File: config.mk
export PLATFORM = sky130hd
export DESIGN_NAME = mem_arb
export DESIGN_NICKNAME = d
export VERILOG_FILES = /design/src/logic/uart_ldr_pkg.sv /design/src/logic/mem_arb.sv
export SDC_FILE = /design/constraint.sdc
export NUM_CORES = 1
export LEC_CHECK = 0
export ABC_AREA = 1
export BUFFER_PORTS_ARGS = -buffer_cell sky130_fd_sc_hd__buf_2
export CORE_AREA = 2 2 93 95
export DETAILED_ROUTE_END_ITERATION = 6
export DIE_AREA = 0 0 95 97
export PLACE_DENSITY_LB_ADDON = 0.3
export SLEW_MARGIN = 20
export SYNTH_ARGS = -nofsm -noshare
export SYNTH_HDL_FRONTEND = slang
export SYNTH_SLANG_ARGS = --single-unit
File: constraint.sdc
create_clock -name clk_i -period 2.39 [get_ports clk_i]
set_clock_uncertainty 0.05 [all_clocks]
set_input_delay 0.239 -clock clk_i [delete_from_list [all_inputs] [get_ports clk_i]]
set_output_delay 0.239 -clock clk_i [all_outputs]
set_load 0.05 [all_outputs]
File: src/logic/uart_ldr_pkg.sv
package uart_ldr_pkg;

    // Data widths
    typedef logic [7:0]  byte_t;
    typedef logic [31:0] word_t;
    typedef logic [7:0]  addr_t;
    typedef logic [3:0]  be_t;

    localparam int MEM_WORDS  = 256;
    localparam int BAUD_DIV   = 8;     // Clock cycles per serial bit
    localparam int RX_CREDITS = 2;
    localparam int TX_CREDITS = 4;

    // Counter and pointer widths derived from the depths above
    typedef logic [$clog2(BAUD_DIV)-1:0]     baud_t;
    typedef logic [$clog2(RX_CREDITS+1)-1:0] rx_cnt_t;
    typedef logic [$clog2(TX_CREDITS+1)-1:0] tx_cnt_t;
    typedef logic [$clog2(RX_CREDITS)-1:0]   rx_ptr_t;
    typedef logic [$clog2(TX_CREDITS)-1:0]   tx_ptr_t;

    // Host command opcodes
    localparam byte_t CMD_WRITE = 8'h57;
    localparam byte_t CMD_READ  = 8'h52;
    localparam byte_t CMD_GO    = 8'h47;
    localparam byte_t CMD_HALT  = 8'h48;

    localparam byte_t RSP_ACK = 8'h06;
    localparam byte_t RSP_NAK = 8'h15;

    // Memory bus between a master, the arbiter and the RAM
    typedef struct packed {
        logic  valid;
        logic  write;
        addr_t addr;
        word_t wdata;
        be_t   be;
    } mem_req_t;

    typedef struct packed {
        logic  gnt;
        logic  rvalid;   // One cycle after a read grant
        word_t rdata;
    } mem_rsp_t;

endpackage
File: src/logic/mem_arb.sv
`timescale 1ns/1ps

module mem_arb (
    input  logic                   clk_i,
    input  logic                   rst_i,
    input  uart_ldr_pkg::mem_req_t cmd_req_i,
    input  uart_ldr_pkg::mem_req_t core_req_i,
    output uart_ldr_pkg::mem_rsp_t cmd_rsp_o,
    output uart_ldr_pkg::mem_rsp_t core_rsp_o,
    output uart_ldr_pkg::mem_req_t ram_req_o,
    input  uart_ldr_pkg::word_t    ram_rdata_i
);

    import uart_ldr_pkg::*;

    logic rr_core;    // Core side wins the next tie
    logic cmd_gnt;
    logic core_gnt;
    logic rd_pend;
    logic rd_core;

    assign cmd_gnt  = cmd_req_i.valid && (!core_req_i.valid || !rr_core);
    assign core_gnt = core_req_i.valid && (!cmd_req_i.valid || rr_core);

    always_comb begin
        ram_req_o       = core_gnt ? core_req_i : cmd_req_i;
        ram_req_o.valid = cmd_gnt || core_gnt;

        cmd_rsp_o.gnt    = cmd_gnt;
        cmd_rsp_o.rvalid = rd_pend && !rd_core;
        cmd_rsp_o.rdata  = ram_rdata_i;

        core_rsp_o.gnt    = core_gnt;
        core_rsp_o.rvalid = rd_pend && rd_core;
        core_rsp_o.rdata  = ram_rdata_i;
    end

    // The last master served loses priority, so a tie alternates
    always_ff @(posedge clk_i) begin
        if (rst_i) begin
            rr_core <= 1'b0;
            rd_pend <= 1'b0;
            rd_core <= 1'b0;
        end else begin
            if (cmd_gnt || core_gnt) rr_core <= cmd_gnt;
            rd_pend <= ram_req_o.valid && !ram_req_o.write;
            rd_core <= core_gnt;
        end
    end

endmodule

==> impl_metrics.env <==
export IMPL_clk_path_buf_depth=2
export IMPL_power_density_nw_per_um2=472
export IMPL_min_path_type="in2reg"
export IMPL_switching_share=0.576
export IMPL_seq_power_share=0.075
export IMPL_synthAdderAreaFrac=0
export IMPL_start_util=0.153
export IMPL_cpPeakStageDelay_ns=0.33
export IMPL_synth_xor_area_frac=0
export IMPL_drive_above_1_share=0.495
export IMPL_finalSetupViolCount=0
export IMPL_tightest_slew_ns=0.472
export IMPL_nets=432
export IMPL_final_hold_viol_count=0
export IMPL_rsz0062_at_grt="no"
export IMPL_die_height_um=97
export IMPL_seq_area_frac_synth=0.0484
export IMPL_crit_buf_inv=4
export IMPL_die_w_um=95
export IMPL_start_kind="flip-flop"
export IMPL_grt_first_pass_wirelength_um=6140
export IMPL_core_area_um2=8130
export IMPL_path_max_fanout=25
export IMPL_comb_power_share=0.726
export IMPL_port_buffers=143
export IMPL_crit_required_ns=2.10
export IMPL_synth_mux_area_fraction=0
export IMPL_drv_cap=0
export IMPL_ys_ff_latch=3
export IMPL_fmax_ghz=0.519
export IMPL_antenna_found_initial=0
export IMPL_cts_root_buf="clkbuf_8"
export IMPL_hpwl_um=3380
export IMPL_synth_top_family_by_area="buffers and inverters"
export IMPL_crit_chain="inv_1 > nand2_2 > nand2_2 > inv_2 > buf_12 > nand2_1 > nand2_1 > buf_2"
export IMPL_synth_top_cell_area_share=0.411
export IMPL_ir_drop_v=0.000182
export IMPL_gp_congestion=0.676
export IMPL_postCtsSetupRepairBufs=0
export IMPL_synth_nets=357
export IMPL_yosys_area_top_type="nand2_1"
export IMPL_crit_type="reg2out"
export IMPL_clk_insertion_delay_late_ns=0.22
export IMPL_p_clk_frac=0.200
export IMPL_slowest_stage="dfxtp_1"
export IMPL_drtIter0Drc=31
export IMPL_layout_common_cells="buf_2, nand2_1, inv_1, nor2_1"
export IMPL_n_antenna_cell=0
export IMPL_total_power_uw=745
export IMPL_syn_area_um2=1240
export IMPL_status="finished, final reports clean"
export IMPL_synthSimpleGateAreaFrac=0.442
export IMPL_relSlewSlack=0.685
export IMPL_htree_levels=1
export IMPL_clkTransAtPathRegs_ns=0.03
export IMPL_fin_crit_ns=1.93
export IMPL_synth_area_top_cells="nand2_1, buf_4, buf_6"
export IMPL_wl_um=4040
export IMPL_finalSetupTns_ns=0
export IMPL_io_pins=240
export IMPL_drt_pass1_iter_count=4
export IMPL_area_delta_synth_final_pct=27.2
export IMPL_fp_row_count=33
export IMPL_period_share=0.806
export IMPL_synth_compound_area_frac=0.00806
export IMPL_report_final_slew_viol_count=0
export IMPL_die_area_um2=9220
export IMPL_wire_per_inst_um=9.84
export IMPL_overflow=0
export IMPL_cellLeakagePower_nw=1.09
export IMPL_p_int_uw=316
export IMPL_cts_made_buffers=3
export IMPL_cts_sinks=3
export IMPL_layout_commonest_cell="buf_2"
export IMPL_cts_resized=0
export IMPL_ys_types=11
export IMPL_arrival_ns=1.64
export IMPL_grt_usage=0.0822
export IMPL_ys_warnings_count=0
export IMPL_grt_pass1_vias=1390
export IMPL_ant_nets=0
export IMPL_post_route_drc_count=0
export IMPL_switchingPower_uw=430
export IMPL_setup_worst_path_end_class="output port"
export IMPL_viasPerCell=3.56
export IMPL_synth_avg_cell_area_um2=5.37
export IMPL_hold_buffers=0
export IMPL_grt_start_max_net_pins=47
export IMPL_vias=1461
export IMPL_cp_top_family="buffers and inverters"
export IMPL_synthCells=231
export IMPL_cts_tree="done"
-- synthesized netlist by cell type (all sizes together) --
library cell	instances
a21oi	1
o21ai	1
inv	7
nand3	2
nor2	4
buf	75
dfxtp	3
nand2	138
-- routing by layer --
layer  vias to the layer above  wire [um]  GRT usage
met4                         0        196     0.0479
met3                        28        389     0.0187
met1                       593       1370     0.0773
li1                        763          -          -
met2                        77       2080      0.157
met5                         -          0          0
-- worst reg2reg max path, delay by kind of cell, from the launching register on --
kind | cells | cell delay, ns
buffers and inverters | 2 | 0.46
flip-flops | 1 | 0.31
AND/OR/NAND/NOR | 5 | 0.37
-- layout make-up --
cell class                      instances  area, um2
Timing Repair Buffer                  145        758
Fill cell                             951       6560
Clock buffer                            4       45.0
Multi-Input combinational cell        146        558
Tap cell                              105        131
Inverter                                7       26.3
Sequential cell                         3       60.1
-- sequential cells by signal, indices dropped and copies added (netlist names) --
signal and flops:
rr_core 1, rd_pend 1, rd_core 1
-- per-stage QoR --
step,hold WS (ns),std cells,setup WS [ns],cell area [um2],utilization
2_1_floorplan,0.261,231,0.946,1240,-
3_3_place_gp,0.379,406,0.647,1530,0.189
3_5_place_dp,0.381,406,0.634,1530,0.189
4_1_cts,0.152,410,0.399,1580,0.194
5_1_grt,0.162,410,0.265,1580,0.194
6_report,0.157,410,0.464,1580,0.194
-- path summary, 6_finish.rpt --
check	startpoint	to	slack [ns]	cells past startpoint
worst max register to register	rr_core$_SDFFE_PP0P_	rd_pend$_SDFF_PP0_	1.08	7
worst min-delay path	rst_i	rd_core$_SDFF_PP0_	0.16	2
worst max-delay path	rr_core$_SDFFE_PP0P_	ram_req_o[39]	0.46	8
worst min register to register	rr_core$_SDFFE_PP0P_	rr_core$_SDFFE_PP0P_	0.50	2
-- cell families after synthesis --
| group | after synthesis |
|---|---|
| AND/OR/NAND/NOR | 144 |
| flip-flops | 3 |
| buffers and inverters | 82 |
| AO/OA/AOI/OAI | 2 |
-- power by group through the flow --
stage,Clock (mW),Sequential [mW],Combinational [mW]
6_report,0.149,0.0556,0.541
5_1_grt,0.161,0.0563,0.584
2_1_floorplan,0,0.0560,0.681
3_3_place_gp,0,0.0562,0.547
4_1_cts,0.153,0.0556,0.550
3_5_place_dp,0,0.0563,0.549
No activity file was read; power rests on OpenSTA's default activity.
