File: config.mk
export PLATFORM = sky130hd
export DESIGN_NAME = uart_rx
export DESIGN_NICKNAME = d
export VERILOG_FILES = /design/src/logic/uart_ldr_pkg.sv /design/src/logic/uart_rx.sv
export SDC_FILE = /design/constraint.sdc
export NUM_CORES = 1
export LEC_CHECK = 0
export ABC_AREA = 1
export ABC_CLOCK_PERIOD_IN_PS = 2710
export BUFFER_PORTS_ARGS = -buffer_cell sky130_fd_sc_hd__buf_2
export CORE_ASPECT_RATIO = 1.4
export CORE_MARGIN = 10
export CORE_UTILIZATION = 58
export DETAILED_ROUTE_END_ITERATION = 8
export MAX_ROUTING_LAYER = met4
export PLACE_DENSITY = 0.77
export SETUP_SLACK_MARGIN = 0.15
export SLEW_MARGIN = 0
export SYNTH_ARGS = -nofsm -noshare
export SYNTH_HDL_FRONTEND = slang
export SYNTH_SLANG_ARGS = --single-unit
export TNS_END_PERCENT = 100
File: constraint.sdc
create_clock -name clk_i -period 2.71 [get_ports clk_i]
set_clock_uncertainty 0.15 [all_clocks]
set_input_delay 0.271 -clock clk_i [delete_from_list [all_inputs] [get_ports clk_i]]
set_output_delay 0.271 -clock clk_i [all_outputs]
set_load 0.005 [all_outputs]
File: src/logic/uart_ldr_pkg.sv
package uart_ldr_pkg;

    // Data widths
    typedef logic [7:0]  byte_t;
    typedef logic [31:0] word_t;
    typedef logic [7:0]  addr_t;
    typedef logic [3:0]  be_t;

    localparam int MEM_WORDS  = 256;
    localparam int BAUD_DIV   = 8;     // Clock cycles per serial bit
    localparam int RX_CREDITS = 2;
    localparam int TX_CREDITS = 4;

    // Counter and pointer widths derived from the depths above
    typedef logic [$clog2(BAUD_DIV)-1:0]     baud_t;
    typedef logic [$clog2(RX_CREDITS+1)-1:0] rx_cnt_t;
    typedef logic [$clog2(TX_CREDITS+1)-1:0] tx_cnt_t;
    typedef logic [$clog2(RX_CREDITS)-1:0]   rx_ptr_t;
    typedef logic [$clog2(TX_CREDITS)-1:0]   tx_ptr_t;

    // Host command opcodes
    localparam byte_t CMD_WRITE = 8'h57;
    localparam byte_t CMD_READ  = 8'h52;
    localparam byte_t CMD_GO    = 8'h47;
    localparam byte_t CMD_HALT  = 8'h48;

    localparam byte_t RSP_ACK = 8'h06;
    localparam byte_t RSP_NAK = 8'h15;

    // Memory bus between a master, the arbiter and the RAM
    typedef struct packed {
        logic  valid;
        logic  write;
        addr_t addr;
        word_t wdata;
        be_t   be;
    } mem_req_t;

    typedef struct packed {
        logic  gnt;
        logic  rvalid;   // One cycle after a read grant
        word_t rdata;
    } mem_rsp_t;

endpackage
File: src/logic/uart_rx.sv
`timescale 1ns/1ps

module uart_rx (
    input  logic                clk_i,
    input  logic                rst_i,
    input  logic                uart_rx_i,
    input  logic                rx_credit_i,
    output uart_ldr_pkg::byte_t rx_byte_o,
    output logic                rx_push_o
);

    import uart_ldr_pkg::*;

    typedef enum logic [1:0] {RX_IDLE, RX_START, RX_DATA, RX_STOP} rx_state_t;

    rx_state_t  state;
    logic [1:0] line_sync;
    baud_t      baud_cnt;
    logic [2:0] bit_idx;
    byte_t      shift;
    logic       baud_end;
    logic       frame_ok;
    logic       buf_wr;

    byte_t      buf_mem [RX_CREDITS];
    rx_ptr_t    wr_ptr;
    rx_ptr_t    rd_ptr;
    rx_cnt_t    buf_cnt;
    rx_cnt_t    credits;

    assign baud_end  = baud_cnt == baud_t'(BAUD_DIV - 1);
    assign frame_ok  = state == RX_STOP && baud_end && line_sync[1];
    assign buf_wr    = frame_ok && buf_cnt != rx_cnt_t'(RX_CREDITS);   // Full buffer drops the byte
    assign rx_push_o = buf_cnt != '0 && credits != '0;
    assign rx_byte_o = buf_mem[rd_ptr];

    // ~~~~~~~~~~~~~~~~~~~~~~~~~~~~~~~~~~~~~~~~~~~~~~~~~~~~~~~~~~~~
    // Frame decoder
    always_ff @(posedge clk_i) begin
        if (rst_i) begin
            line_sync <= 2'b11;
            state     <= RX_IDLE;
            baud_cnt  <= '0;
            bit_idx   <= '0;
        end else begin
            line_sync <= {line_sync[0], uart_rx_i};
            baud_cnt  <= baud_cnt + baud_t'(1);
            case (state)
                RX_IDLE: begin
                    baud_cnt <= '0;
                    if (!line_sync[1]) state <= RX_START;
                end
                RX_START: if (baud_cnt == baud_t'(BAUD_DIV / 2 - 1)) begin
                    baud_cnt <= '0;
                    bit_idx  <= '0;
                    state    <= line_sync[1] ? RX_IDLE : RX_DATA;   // High at mid-bit is a glitch
                end
                RX_DATA: if (baud_end) begin
                    baud_cnt <= '0;
                    bit_idx  <= bit_idx + 3'd1;
                    if (bit_idx == 3'd7) state <= RX_STOP;
                end
                RX_STOP: if (baud_end) state <= RX_IDLE;
                default: state <= RX_IDLE;
            endcase
        end
    end

    always_ff @(posedge clk_i) begin
        if (state == RX_DATA && baud_end) shift <= {line_sync[1], shift[7:1]};   // LSB first
        if (buf_wr) buf_mem[wr_ptr] <= shift;
    end

    // ~~~~~~~~~~~~~~~~~~~~~~~~~~~~~~~~~~~~~~~~~~~~~~~~~~~~~~~~~~~~
    // Byte buffer and credit count
    always_ff @(posedge clk_i) begin
        if (rst_i) begin
            wr_ptr  <= '0;
            rd_ptr  <= '0;
            buf_cnt <= '0;
            credits <= rx_cnt_t'(RX_CREDITS);
        end else begin
            if (buf_wr) wr_ptr <= wr_ptr + rx_ptr_t'(1);
            if (rx_push_o) rd_ptr <= rd_ptr + rx_ptr_t'(1);
            buf_cnt <= buf_cnt + rx_cnt_t'(buf_wr) - rx_cnt_t'(rx_push_o);
            credits <= credits + rx_cnt_t'(rx_credit_i) - rx_cnt_t'(rx_push_o);
        end
    end

endmodule

==> reports/results.txt <==
fmax -> 476.6 MHz
Syn Nets -> 168
CTS Buf Count -> 5
worst slew pin tran -> 0.6339 ns
slowest stage cell, crit path -> nor2_1
Synth Warn # -> 0
hold-fix buffers at CTS -> 0
Total Neg Setup Slack -> 0 ns
vias post-DR -> 1085
crit path capture type -> flop
vias per cell -> 5.167
clock root buffer master -> clkbuf_8
Max-slew headroom -> 57.58%
post-DP HPWL -> 2.130 mm
Hold Vio Cnt, Final -> 0
Tmin final -> 2.098 ns
Reg clk slew, reported paths -> 0.07 ns
P per Cell Area -> 776.1 nW/um^2
Clock Sinks -> 41
Die Y -> 84.33 um
period utilization -> 77.42%
Core Util, Final -> 67.76%
max-cap viol count -> 0
TritonRoute pass-1 iters -> 4
Core Region -> 2849 um^2
path type of the worst min-delay path -> primary input to flop
Port Buffers -> 12
most used cell along the critical path -> ha_1
Synth Flop Type -> edfxtp_1
1st-iter DRT viols -> 11
post-synth top area share -> 42.04%
starting density of the core -> 60.17%
status -> completed
# Post-CTS Setup Buffers -> 0
commonest cells in the netlist -> nand2_1, edfxtp_1, inv_1, dfxtp_1, ha_1
top-count cell post-synth -> nand2_1
Buf/Inv on CP -> 1
Seq/Total Area, Yosys -> 61.90%
DRC -> 0
chip width -> 65.95 um
Crit path largest cell delay -> 0.51 ns
leading area contributor after synthesis -> edfxtp_1
CP Cell Sequence -> ha_1 > ha_1 > nand2_1 > inv_1 > nand3_1 > nor2_1
initial antenna violation count -> 0
# diodes -> 0
Worst EP required -> 2.48 ns
CP top delay family -> simple AND/OR/NAND/NOR gates
Final ANT Viol Nets -> 0
clk buf depth -> 2
gr ovfl total -> 0
final setup vio count -> 0
CP startpoint kind -> flop
Core Rows -> 23
largest net degree at the start of global routing -> 14
post-detailed-routing wire length -> 2.782 mm
Tot GR Track Use -> 10.99%
post-CTS sizing -> 0
CP arrival -> 1.87 ns
number of synthesized flops with an enable pin -> 24
RSZ-0062 raised after global routing -> no
max-slew violation count -> 0
Crit Path Class -> flop to flop
vias in the first global route -> 1180
Leakage Power -> 0.8275 nW
# fillers -> 220
Die Area -> 5561 um^2
cell area after synthesis -> 1714 um^2
share of layout cells above drive strength 1 -> 23.70%
synth top area cells -> edfxtp_1, dfxtp_1, ha_1, nand2_1, mux2_2
final net count -> 187
GP Congestion -> 0.8314
Distinct cells, synth -> 23
CTS tree -> done
Gate Count Post-Synth -> 153
Clk Latency, worst-skew pair -> 0.29 ns
ys async rst share -> 0%
# IOs -> 13
synthesis-to-layout area growth -> 12.63%
Avg Inst Size Synth -> 11.20 um^2
global-route wire length before repair -> 4.809 mm
maximum vdd drop -> 0.6232 mV
crit-path max FO -> 8
WL/cell -> 13.25 um
flops & latches, synth -> 41
H-tree depth -> 2
## state kept, by name, indices dropped and copies added, names as in the netlist, named ones only
name,count
shift,8
rd_ptr,1
credits,2
buf_mem,16
buf_cnt,2
state,1
line_sync,2
baud_cnt,3
wr_ptr,1
bit_idx,3
## kinds of logic (layout without fill, tap and decap cells)
group / after synthesis / in the layout / synth area share, %
compound gates: 14 / 14 / 4.964
xor+xnor: 2 / 2 / 1.022
simple gates: 51 / 51 / 13.07
buf+inv: 26 / 46 / 5.766
mux: 8 / 8 / 5.256
flops: 41 / 41 / 61.90
fa+ha+maj: 11 / 11 / 8.029
## power by group
group          total, mW  switching (mW)  internal [mW]
Clock              0.468           0.194          0.273
Combinational      0.295           0.141          0.154
Sequential         0.735          0.0419          0.693
Total               1.50           0.378           1.12
## cells in the final DEF (no fill, tap or decap), drive strengths merged
cell type and instances:
nand2 27, edfxtp 24, inv 24, dfxtp 17, buf 13, ha 11
nor2 10, mux2 8, nand3 7, a21oi 7, clkbuf 6, o21ai 5
nand4 3, or2 3, xnor2 2, clkinv 2, o22ai 1, nor3 1
o21a 1, bufinv 1
## worst paths after layout
path	start	depth (start not counted)	end	slack (ns)
worst max-delay path	baud_cnt[0]	6	buf_mem[0][1]	0.61
worst min-delay path	uart_rx_i	2	line_sync[0]	0.01
worst max register to register	baud_cnt[0]	6	buf_mem[0][1]	0.61
worst min register to register	line_sync[0]	1	line_sync[1]	0.27
## through the flow
| step | std cells | total power [mW] | instance area, um^2 | hold WS (ns) | setup WS (ns) |
|---|---|---|---|---|---|
| floorplan | 153 | 0.9624 | 1714 | 0.1901 | 0.8232 |
| global placement | 202 | 1.026 | 1823 | 0.2432 | 0.7108 |
| detailed placement | 202 | 1.051 | 1823 | 0.2526 | 0.5849 |
| CTS | 210 | 1.519 | 1931 | 0.003117 | 0.5753 |
| global route | 210 | 1.587 | 1931 | 0.01327 | 0.4088 |
| finish | 210 | 1.498 | 1931 | 0.01227 | 0.6118 |
## layer usage
metal	vias up	routed length [um]	GRT usage, %
li1	541	-	-
met1	517	1010	9.295
met2	20	1557	19.93
met3	7	143	3.590
met4	0	70	6.310
met5	-	0	-
## layout make-up
class	instances	area [um^2]	share of cell area, %
Clock inverter	2	35.03	1.815
Tap cell	37	46.29	2.398
Inverter	25	93.84	4.861
Timing Repair Buffer	13	67.56	3.500
Multi-Input combinational cell	86	554.3	28.71
Clock buffer	6	72.57	3.759
Sequential cell	41	1061	54.96
Note: power is estimated with default switching activity, not from simulation.
