`src/logic/uart_ldr_pkg.sv`:
```
package uart_ldr_pkg;

    // Data widths
    typedef logic [7:0]  byte_t;
    typedef logic [31:0] word_t;
    typedef logic [7:0]  addr_t;
    typedef logic [3:0]  be_t;

    localparam int MEM_WORDS  = 256;
    localparam int BAUD_DIV   = 8;     // Clock cycles per serial bit
    localparam int RX_CREDITS = 2;
    localparam int TX_CREDITS = 4;

    // Counter and pointer widths derived from the depths above
    typedef logic [$clog2(BAUD_DIV)-1:0]     baud_t;
    typedef logic [$clog2(RX_CREDITS+1)-1:0] rx_cnt_t;
    typedef logic [$clog2(TX_CREDITS+1)-1:0] tx_cnt_t;
    typedef logic [$clog2(RX_CREDITS)-1:0]   rx_ptr_t;
    typedef logic [$clog2(TX_CREDITS)-1:0]   tx_ptr_t;

    // Host command opcodes
    localparam byte_t CMD_WRITE = 8'h57;
    localparam byte_t CMD_READ  = 8'h52;
    localparam byte_t CMD_GO    = 8'h47;
    localparam byte_t CMD_HALT  = 8'h48;

    localparam byte_t RSP_ACK = 8'h06;
    localparam byte_t RSP_NAK = 8'h15;

    // Memory bus between a master, the arbiter and the RAM
    typedef struct packed {
        logic  valid;
        logic  write;
        addr_t addr;
        word_t wdata;
        be_t   be;
    } mem_req_t;

    typedef struct packed {
        logic  gnt;
        logic  rvalid;   // One cycle after a read grant
        word_t rdata;
    } mem_rsp_t;

endpackage
```
`src/logic/uart_tx.sv`:
```
`timescale 1ns/1ps

module uart_tx (
    input  logic                clk_i,
    input  logic                rst_i,
    input  uart_ldr_pkg::byte_t tx_byte_i,
    input  logic                tx_push_i,
    output logic                uart_tx_o,
    output logic                tx_credit_o
);

    import uart_ldr_pkg::*;

    byte_t      fifo_mem [TX_CREDITS];
    tx_ptr_t    wr_ptr;
    tx_ptr_t    rd_ptr;
    tx_cnt_t    fifo_cnt;

    logic       busy;
    baud_t      baud_cnt;
    logic [3:0] bit_cnt;     // 0 is the start bit, 9 the stop bit
    logic [8:0] shift;
    logic       baud_end;
    logic       frame_end;
    logic       pop;

    assign baud_end  = baud_cnt == baud_t'(BAUD_DIV - 1);
    assign frame_end = busy && baud_end && bit_cnt == 4'd9;

    // A new frame may follow the stop bit with no idle gap
    assign pop         = fifo_cnt != '0 && (!busy || frame_end);
    assign tx_credit_o = pop;

    // ~~~~~~~~~~~~~~~~~~~~~~~~~~~~~~~~~~~~~~~~~~~~~~~~~~~~~~~~~~~~
    // Byte FIFO
    always_ff @(posedge clk_i) begin
        if (rst_i) begin
            wr_ptr   <= '0;
            rd_ptr   <= '0;
            fifo_cnt <= '0;
        end else begin
            if (tx_push_i) wr_ptr <= wr_ptr + tx_ptr_t'(1);
            if (pop) rd_ptr <= rd_ptr + tx_ptr_t'(1);
            fifo_cnt <= fifo_cnt + tx_cnt_t'(tx_push_i) - tx_cnt_t'(pop);
        end
    end

    always_ff @(posedge clk_i) begin
        if (tx_push_i) fifo_mem[wr_ptr] <= tx_byte_i;
        if (pop) begin
            shift <= {1'b1, fifo_mem[rd_ptr]};   // Stop bit sits above the data
        end else if (busy && baud_end) begin
            shift <= {1'b1, shift[8:1]};
        end
    end

    // ~~~~~~~~~~~~~~~~~~~~~~~~~~~~~~~~~~~~~~~~~~~~~~~~~~~~~~~~~~~~
    // Serializer
    always_ff @(posedge clk_i) begin
        if (rst_i) begin
            busy      <= 1'b0;
            uart_tx_o <= 1'b1;
            baud_cnt  <= '0;
            bit_cnt   <= '0;
        end else if (pop) begin
            busy      <= 1'b1;
            uart_tx_o <= 1'b0;
            baud_cnt  <= '0;
            bit_cnt   <= '0;
        end else if (busy) begin
            baud_cnt <= baud_end ? '0 : baud_cnt + baud_t'(1);
            if (baud_end) begin
                if (bit_cnt == 4'd9) begin
                    busy <= 1'b0;   // Line stays high after the stop bit
                end else begin
                    uart_tx_o <= shift[0];
                    bit_cnt   <= bit_cnt + 4'd1;
                end
            end
        end
    end

endmodule

```
`config.mk`:
```
export PLATFORM = sky130hd
export DESIGN_NAME = uart_tx
export DESIGN_NICKNAME = d
export VERILOG_FILES = /design/src/logic/uart_ldr_pkg.sv /design/src/logic/uart_tx.sv
export SDC_FILE = /design/constraint.sdc
export NUM_CORES = 1
export LEC_CHECK = 0
export BUFFER_PORTS_ARGS = -buffer_cell sky130_fd_sc_hd__buf_2
export CAP_MARGIN = 20
export CORE_UTILIZATION = 55
export DETAILED_ROUTE_END_ITERATION = 10
export PLACE_DENSITY_LB_ADDON = 0.3
export SKIP_LAST_GASP = 1
export SYNTH_ARGS = -nofsm -noshare
export SYNTH_HDL_FRONTEND = slang
export SYNTH_SLANG_ARGS = --single-unit
export TNS_END_PERCENT = 10
```
`constraint.sdc`:
```
create_clock -name clk_i -period 2.5 [get_ports clk_i]
set_clock_uncertainty 0.05 [all_clocks]
set_input_delay 0.25 -clock clk_i [delete_from_list [all_inputs] [get_ports clk_i]]
set_output_delay 0.25 -clock clk_i [all_outputs]
set_load 0.02 [all_outputs]
```
==> results of run 1 <==
==> routing by layer <==
layer	vias up	GRT usage	wire, um
met5	-	0	0
met4	0	0.0765	59
met3	6	0.0806	140
met2	21	0.339	2050
met1	663	0.224	1760
li1	625	-	-
==> flip-flops by register name, summed over array words and instances (netlist names), named ones only <==
signal	cells
rd_ptr	2
uart_tx_o	1
busy	1
bit_cnt	4
baud_cnt	3
fifo_mem	32
fifo_cnt	3
shift	8
wr_ptr	2
==> power groups by stage <==
stage / combinational (uW) / sequential (uW) / clock (uW)
6_report: 703 / 1340 / 778
5_1_grt: 766 / 1360 / 831
3_5_place_dp: 710 / 1360 / 0
3_3_place_gp: 670 / 1350 / 0
4_1_cts: 713 / 1340 / 791
2_1_floorplan: 586 / 1310 / 0
==> final cells by class <==
cell class	instances	area, um^2	area share
Inverter	8	30.0	0.0110
Tap cell	50	62.6	0.0228
Clock inverter	4	43.8	0.0160
Timing Repair Buffer	15	82.6	0.0302
Clock buffer	11	131	0.0480
Sequential cell	58	1560	0.570
Multi-Input combinational cell	83	827	0.302
==> Yosys cell counts, drive strengths merged <==
master	instances	area [um^2]
xnor2	3	26.3
nand4b	1	23.8
fa	1	20.0
mux2	11	131
mux2i	5	50.1
dfxtp	18	360
nor3b	1	7.51
o311ai	1	8.76
nand2b	1	6.26
clkbuf	3	11.3
or3	3	18.8
mux4	8	180
nand3	2	10.0
nor2b	3	18.8
o21ai	3	15.0
edfxtp	40	1200
a31o	1	8.76
and3b	1	8.76
and2	4	25.0
inv	8	30.0
a21oi	3	26.3
o211ai	1	7.51
buf	3	21.3
nor3	4	31.3
nand2	3	11.3
ha	9	113
a211oi	5	37.5
nor2	7	26.3
a31oi	2	12.5
==> stage by stage <==
stage / hold slack [ps] / std cells
5_1_grt: 75.9 / 229
2_1_floorplan: 299 / 155
6_report: 90.1 / 229
3_3_place_gp: 409 / 214
3_5_place_dp: 418 / 214
4_1_cts: 78.6 / 229
==> cells by family (layout without fill, tap and decap cells) <==
family | after synthesis | count (layout) | share of synthesized area
muxes | 24 | 24 | 0.148
and+or+nand+nor | 30 | 30 | 0.0767
AOI/OAI and AO/OA | 16 | 16 | 0.0475
DFF | 58 | 58 | 0.638
xor gates and xnor gates | 3 | 3 | 0.0107
adders and majority gates | 10 | 10 | 0.0542
buffers and inverters | 14 | 38 | 0.0255
==> worst paths after layout <==
check             slack [ps]        endpoint         start
setup / recovery         120     tx_credit_o   baud_cnt[0]
hold / removal            90  fifo_mem[3][7]  tx_byte_i[7]
setup reg to reg         180     fifo_cnt[2]   baud_cnt[0]
hold reg to reg          480      bit_cnt[1]    bit_cnt[1]
==> critical path: stages, from the launching register on <==
cell      delay, ps
dfxtp_1         360
ha_1            160
ha_2            250
nand4b_4        160
a21oi_4         400
buf_4           240
buf_2           170
==> impl_metrics.tcl, run 1 <==
set metrics [dict create \
    cts_hold_buf 0 \
    drive_gt1_frac 0.285 \
    post_drt_via_cell_ratio 5.74 \
    cts_inserted_buffers 9 \
    placement.io_buffers 12 \
    netSwitchingPower_uw 768 \
    drc 0 \
    required_ps 2200 \
    swShare 0.273 \
    power.internal_uw 2050 \
    initial_core_util 0.591 \
    grt_max_degree 19 \
    whs_path_depth 1 \
    cts_tree "done" \
    antenna_found_initial 0 \
    fillers 313 \
    wl_per_cell_um 17.5 \
    avgSynthCellArea_um2 15.8 \
    ctsResizeCount 0 \
    routed_wl_um 4010 \
    syn-cell-area_mm2 0.00245 \
    crit_path_end_kind "output pin" \
    max_cap_violations 0 \
    drtPass1Iterations 4 \
    path_clk_slew_ps 60 \
    dieArea_mm2 0.00472 \
    design_area_mm2 0.00274 \
    fin_crit_sh 0.950 \
    clockBufferDepth 2 \
    maxSlewHeadroom 0.631 \
    fp-row-count 23 \
    period_minus_slack_ps 2380 \
    syn_inst 155 \
    clk_latency_ps 320 \
    path_class "reg -> out" \
    gp_congestion 0.711 \
    ys_warn_count 0 \
    ys_ff_latch 58 \
    arrival_ps 2080 \
    cts_root_buffer "clkbuf_8" \
    max_freq_mhz 421 \
    hold_violations 0 \
    grt_setup_unrepaired "yes" \
    die_x_um 68.7 \
    utilization 0.661 \
    final_cell_mix "40 x edfxtp_1, 18 x dfxtp_1, 12 x buf_2, 9 x mux2_2, 9 x clkbuf_8" \
    layout_commonest_cell "edfxtp_1" \
    htreeDepth 3 \
    synth_cell_types 33 \
    grt_use_total 0.199 \
    worstMarginPinSlew_ps 552 \
    maxSlewViolCount 0 \
    crit_fanout 11 \
    placed_area_mm2 0.00256 \
    nNetsFinal 196 \
    ys_seq_area_frac 0.638 \
    ir_drop_uv 482 \
    setup_viol 0 \
    ant_nets 0 \
    vias 1315 \
    syn2layout_area_growth_pct 11.9 \
    setup_ws_ps 124 \
    grt_first_pass_wirelength_um 6230 \
    grt_pass1_vias 1357 \
    status "finished, final reports clean" \
    p_comb_frac 0.250 \
    drtIter0Drc 75 \
    die_h_um 68.7 \
    post_cts_buffers 0 \
    io_pins 13 \
    diodes 0 \
    dp_slack_ps 103 \
    tns_ps 0 \
    critPathLaunchType "register" \
    power_uw 2820 \
    p_per_area_mw_per_mm2 1030 \
    hpwl_um 2740 \
    hold_class "in -> reg" \
    cts.sinks 58 \
    r2r_cells 9 \
    leakage_uw 0.00101 \
    clkPwrFrac 0.276 \
    gr-total-overflow 0 \
    synth.net_count 176 \
    coreArea_mm2 0.00414 \
    pwr-share-seq 0.474 \
]
Power figures use the tool's default switching activity.
==> run 2, diff against run 1 <==
--- a/config.mk
+++ b/config.mk
@@ -8,6 +8,7 @@
 export BUFFER_PORTS_ARGS = -buffer_cell sky130_fd_sc_hd__buf_2
 export CAP_MARGIN = 20
 export CORE_UTILIZATION = 55
+export CTS_BUF_LIST = sky130_fd_sc_hd__clkbuf_8
 export DETAILED_ROUTE_END_ITERATION = 10
 export PLACE_DENSITY_LB_ADDON = 0.3
 export SKIP_LAST_GASP = 1
==> run 2 against run 1 <==
Effect of this change:
- first-iteration DRC count unchanged
- fmax about the same
- clock power decreased by 1%
- sequential power about the same
- critical path depth unchanged
- core utilization unchanged
- die area unchanged
- via count unchanged
- cell count unchanged
- total power decreased by 0.28%
- routed wire length unchanged
- critical path type unchanged
- largest power group unchanged
==> impl_metrics.tcl, run 2 (same netlist as run 1, synthesis figures left out) <==
set metrics [dict create \
    ir_drop_uv 482 \
    cts_inserted_buffers 9 \
    r2r_start "baud_cnt[0]" \
    period_minus_slack_ps 2380 \
    cp.depth 6 \
    r2r-end "fifo_cnt[2]" \
    power.internal_uw 2040 \
    leakage_uw 0.00102 \
    nNetsFinal 196 \
    maxSlewViolCount 0 \
    cts_tree "done" \
    hpwl_um 2740 \
    clk_latency_ps 320 \
    path_buf_inv 2 \
    setup_viol 0 \
    ctsResizeCount 0 \
    path_class "reg -> out" \
    critPathLaunchType "register" \
    final_cells 229 \
    hold_class "in -> reg" \
    design_area_mm2 0.00274 \
    r2r_cells 9 \
    top_regs "fifo_mem x32, shift x8, bit_cnt x4" \
    max_freq_mhz 421 \
    layout_commonest_cell "edfxtp_1" \
    grt_setup_unrepaired "yes" \
    initial_core_util 0.591 \
    crit_path_start "baud_cnt[0]" \
    syn2layout_area_growth_pct 11.9 \
    coreArea_mm2 0.00414 \
    crit_fanout 11 \
    p_per_area_mw_per_mm2 1030 \
    gr-total-overflow 0 \
    cts_hold_buf 0 \
    path_clk_slew_ps 60 \
    grt_first_pass_wirelength_um 6230 \
    drtIter0Drc 75 \
    clkPwrFrac 0.274 \
    wl_per_cell_um 17.5 \
    placed_area_mm2 0.00256 \
    fin_crit_sh 0.950 \
    path_delay_family "adder cells" \
    grt_pass1_vias 1357 \
    max_cap_violations 0 \
    swShare 0.273 \
    r2r_slack_ps 180 \
    placement.io_buffers 12 \
    maxSlewHeadroom 0.631 \
    clockBufferDepth 2 \
    grt_max_degree 19 \
    cts.sinks 58 \
    io_pins 13 \
    arrival_ps 2080 \
    die_h_um 68.7 \
    dieArea_mm2 0.00472 \
    power_uw 2810 \
    final_cell_mix "40 x edfxtp_1, 18 x dfxtp_1, 12 x buf_2, 10 x inv_1" \
    netSwitchingPower_uw 768 \
    routed_wl_um 4010 \
    critical-path-max-stage-delay_ps 400 \
    worstHoldStart "tx_byte_i[7]" \
    post_drt_via_cell_ratio 5.74 \
    crit_chain "ha_1 > ha_2 > nand4b_4 > a21oi_4 > buf_4 > buf_2" \
    drc 0 \
    drtPass1Iterations 4 \
    tns_ps 0 \
    vias 1315 \
    largest_reg_flops 32 \
    ant_nets 0 \
    crit_slowest_cell "a21oi_4" \
    status "finished, final reports clean" \
    crit_path_end_kind "output pin" \
    antenna_found_initial 0 \
    drive_gt1_frac 0.285 \
    grt_use_total 0.199 \
    required_ps 2200 \
    regMostFlops "fifo_mem" \
    dp.cells 214 \
    post_cts_buffers 0 \
    pwr-share-seq 0.476 \
    htreeDepth 3 \
    fp-row-count 23 \
    gp_congestion 0.711 \
    die_x_um 68.7 \
    p_comb_frac 0.250 \
    critPathCapture "tx_credit_o" \
    cts_root_buffer "clkbuf_8" \
    hold_violations 0 \
    worstMarginPinSlew_ps 552 \
    diodes 0 \
]
==> run 2: power groups by stage <==
stage                     Combinational, uW  Sequential [uW]  Clock [uW]
final                                   703             1340         770
after global routing                    766             1360         824
after CTS                               713             1340         783
after detailed placement                710             1360           0
after global placement                  670             1350           0
after floorplan                         586             1310           0
==> run 2: through the flow <==
| stage | utilization | setup slack (ps) | hold WS, ps |
|---|---|---|---|
| final | 0.661 | 124 | 89.9 |
| after global routing | 0.661 | 10.5 | 75.9 |
| after CTS | 0.660 | 27.8 | 78.3 |
| after detailed placement | 0.618 | 103 | 418 |
| after global placement | 0.618 | 193 | 409 |
| after floorplan | - | 241 | 299 |
==> run 2: how the worst min path moves through the flow <==
stage | depth (start not counted) | slack (ps) | endpoint
after floorplan | 0 | 300 | fifo_mem[0][0]
after global placement | 1 | 410 | fifo_mem[0][2]
after CTS | 1 | 80 | fifo_mem[0][7]
after global routing | 1 | 80 | fifo_mem[0][2]
final | 1 | 90 | fifo_mem[3][7]
after detailed placement | 1 | 420 | fifo_mem[0][2]
==> run 2: cell type report <==
cell class                 instances  area, um^2
sequential                        58        1560
fill                             313        1410
multi-input combinational         83         827
clock buffer                       9         124
timing repair buffer              15        82.6
tap                               50        62.6
clock inverter                     6        51.3
inverter                           8        30.0
==> run 2: worst register-to-register path: cells and delay by family (launching register included) <==
kind                       cells  cell delay, ps
DFF                            1             360
AOI/OAI and AO/OA              1             330
buffers and inverters          1             100
adders and majority gates      3             820
and+or+nand+nor                2             210
xor gates and xnor gates       2             310
==> run 2: per-layer routing <==
metal,wire (um),GRT usage,vias to the layer above,share of wire
li1,-,-,625,-
met4,59,0.0765,0,0.015
met3,140,0.0806,6,0.035
met1,1760,0.224,663,0.44
met2,2050,0.339,21,0.51
met5,0,0,-,0
==> run 3, diff against run 2 <==
--- a/config.mk
+++ b/config.mk
@@ -5,11 +5,12 @@
 export SDC_FILE = /design/constraint.sdc
 export NUM_CORES = 1
 export LEC_CHECK = 0
-export BUFFER_PORTS_ARGS = -buffer_cell sky130_fd_sc_hd__buf_2
 export CAP_MARGIN = 20
 export CORE_UTILIZATION = 55
 export CTS_BUF_LIST = sky130_fd_sc_hd__clkbuf_8
 export DETAILED_ROUTE_END_ITERATION = 10
+export DONT_BUFFER_PORTS = 1
+export HOLD_SLACK_MARGIN = 0.15
 export PLACE_DENSITY_LB_ADDON = 0.3
 export SKIP_LAST_GASP = 1
 export SYNTH_ARGS = -nofsm -noshare
==> run 3 against run 2 <==
Effect of this change:
- sequential share of layout area down 1.7 points
- count of clock-buffer cells in the layout unchanged
- non-clock buffer count down 2
- fmax up 2.3%
- hold slack better by 98 ps
- highest routed layer unchanged
- critical endpoint is now fifo_cnt[2]
==> impl_metrics.tcl, run 3 (same netlist as run 1, synthesis figures left out) <==
set metrics [dict create \
    crit_path_start "baud_cnt[0]" \
    drc 0 \
    cts_tree "done" \
    hold_violations 0 \
    p_comb_frac 0.235 \
    hold_class "in -> reg" \
    crit_slowest_cell "fa_1" \
    ir_drop_uv 512 \
    post_cts_buffers 0 \
    leakage_uw 0.00103 \
    path_buf_inv 0 \
    hold_slack_ps 188 \
    cts.sinks 58 \
    max_cap_violations 0 \
    max_freq_mhz 431 \
    wl_per_cell_um 18.2 \
    setup_viol 0 \
    status "finished, final reports clean" \
    drtIter0Drc 69 \
    netSwitchingPower_uw 794 \
    clk_latency_ps 330 \
    maxSlewViolCount 0 \
    r2r-end "fifo_cnt[2]" \
    vias 1314 \
    cts_inserted_buffers 9 \
    maxSlewHeadroom 0.558 \
    worstHoldStart "rst_i" \
    grt_pass1_vias 1331 \
    crit_fanout 6 \
    required_ps 2640 \
    grt_max_degree 18 \
    dieArea_mm2 0.00472 \
    cts_root_buffer "clkbuf_8" \
    r2r_slack_ps 180 \
    critical-path-max-stage-delay_ps 380 \
    fp-row-count 23 \
    power.internal_uw 2150 \
    grt_first_pass_wirelength_um 6350 \
    grt_use_total 0.202 \
    grt_setup_unrepaired "no" \
    routed_wl_um 4130 \
    ant_nets 0 \
    period_minus_slack_ps 2320 \
    crit_chain "ha_1 > ha_4 > nand4b_4 > a211oi_2 > a31o_2 > ha_1 > fa_1 > xnor2_1 > xnor2_1 > nor2_1" \
    path_clk_slew_ps 70 \
    critPathLaunchType "register" \
    initial_core_util 0.591 \
    swShare 0.270 \
    hpwl_um 2660 \
    io_pins 13 \
    post_drt_via_cell_ratio 5.79 \
    top_regs "fifo_mem x32, shift x8, bit_cnt x4" \
    regMostFlops "fifo_mem" \
    fin_crit_sh 0.929 \
    crit_path_end_kind "register" \
    gp_congestion 0.796 \
    path_class "reg -> reg" \
    r2r_cells 10 \
    pwr-share-seq 0.458 \
    clkPwrFrac 0.307 \
    antenna_found_initial 0 \
    clockBufferDepth 2 \
    arrival_ps 2460 \
    coreArea_mm2 0.00414 \
    path_delay_family "adder cells" \
    design_area_mm2 0.00283 \
    drtPass1Iterations 4 \
    htreeDepth 3 \
    syn2layout_area_growth_pct 15.4 \
    layout_commonest_cell "edfxtp_1" \
    die_h_um 68.7 \
    worstMarginPinSlew_ps 661 \
    placed_area_mm2 0.00250 \
    p_per_area_mw_per_mm2 1040 \
    nNetsFinal 194 \
    placement.io_buffers 0 \
    r2r_start "baud_cnt[0]" \
    largest_reg_flops 32 \
    tns_ps 0 \
    die_x_um 68.7 \
    gr-total-overflow 0 \
    drive_gt1_frac 0.243 \
    final_cell_mix "40 x edfxtp_1, 18 x dfxtp_1, 10 x dlygate4sd3_1, 9 x mux2_2, 9 x clkbuf_8" \
    whs_path_depth 2 \
    diodes 0 \
]
run 3: power by group through the flow:
stage                     logic [uW]  registers [uW]  clock network, uW
after floorplan                  586            1310                  0
after global placement           635            1360                  0
after detailed placement         667            1370                  0
after CTS                        691            1350                920
after global routing             747            1370                968
final                            692            1350                905
run 3: worst max-delay path by stage:
stage	slack, ps	depth (start not counted)	endpoint
after CTS	70	10	fifo_cnt[2]
final	180	10	fifo_cnt[2]
after global placement	200	10	fifo_cnt[2]
after floorplan	240	10	fifo_cnt[2]
after detailed placement	120	10	fifo_cnt[2]
after global routing	40	10	fifo_cnt[2]
run 3: cell type report:
class | count | area, um^2
well taps | 50 | 62.6
clock buffers | 9 | 124
repair buffers | 13 | 123
clock inverters | 6 | 82.6
multi-input cells | 83 | 842
flip-flops and latches | 58 | 1560
fillers | 301 | 1320
inverters | 8 | 30.0
run 3: what timing repair did:
item,CTS,global route
setup endpoints to repair,0,2
hold buffers,10,0
endpoints found under the hold margin,50,0
resized for setup,0,3
run 3: metrics by stage:
step                power [uW]  setup WS (ps)  std cells  utilization
global route              3080           40.9        227        0.682
global placement          2000            200        202        0.604
CTS                       2960           73.0        227        0.678
finish                    2940            177        227        0.682
detailed placement        2030            118        202        0.604
floorplan                 1890            241        155            -
run 3: routing by layer:
layer | vias up | track usage | share of wire
li1 | 624 | - | -
met4 | 0 | 0.120 | 0.024
met2 | 29 | 0.314 | 0.49
met5 | - | 0 | 0
met1 | 649 | 0.246 | 0.45
met3 | 12 | 0.0674 | 0.037
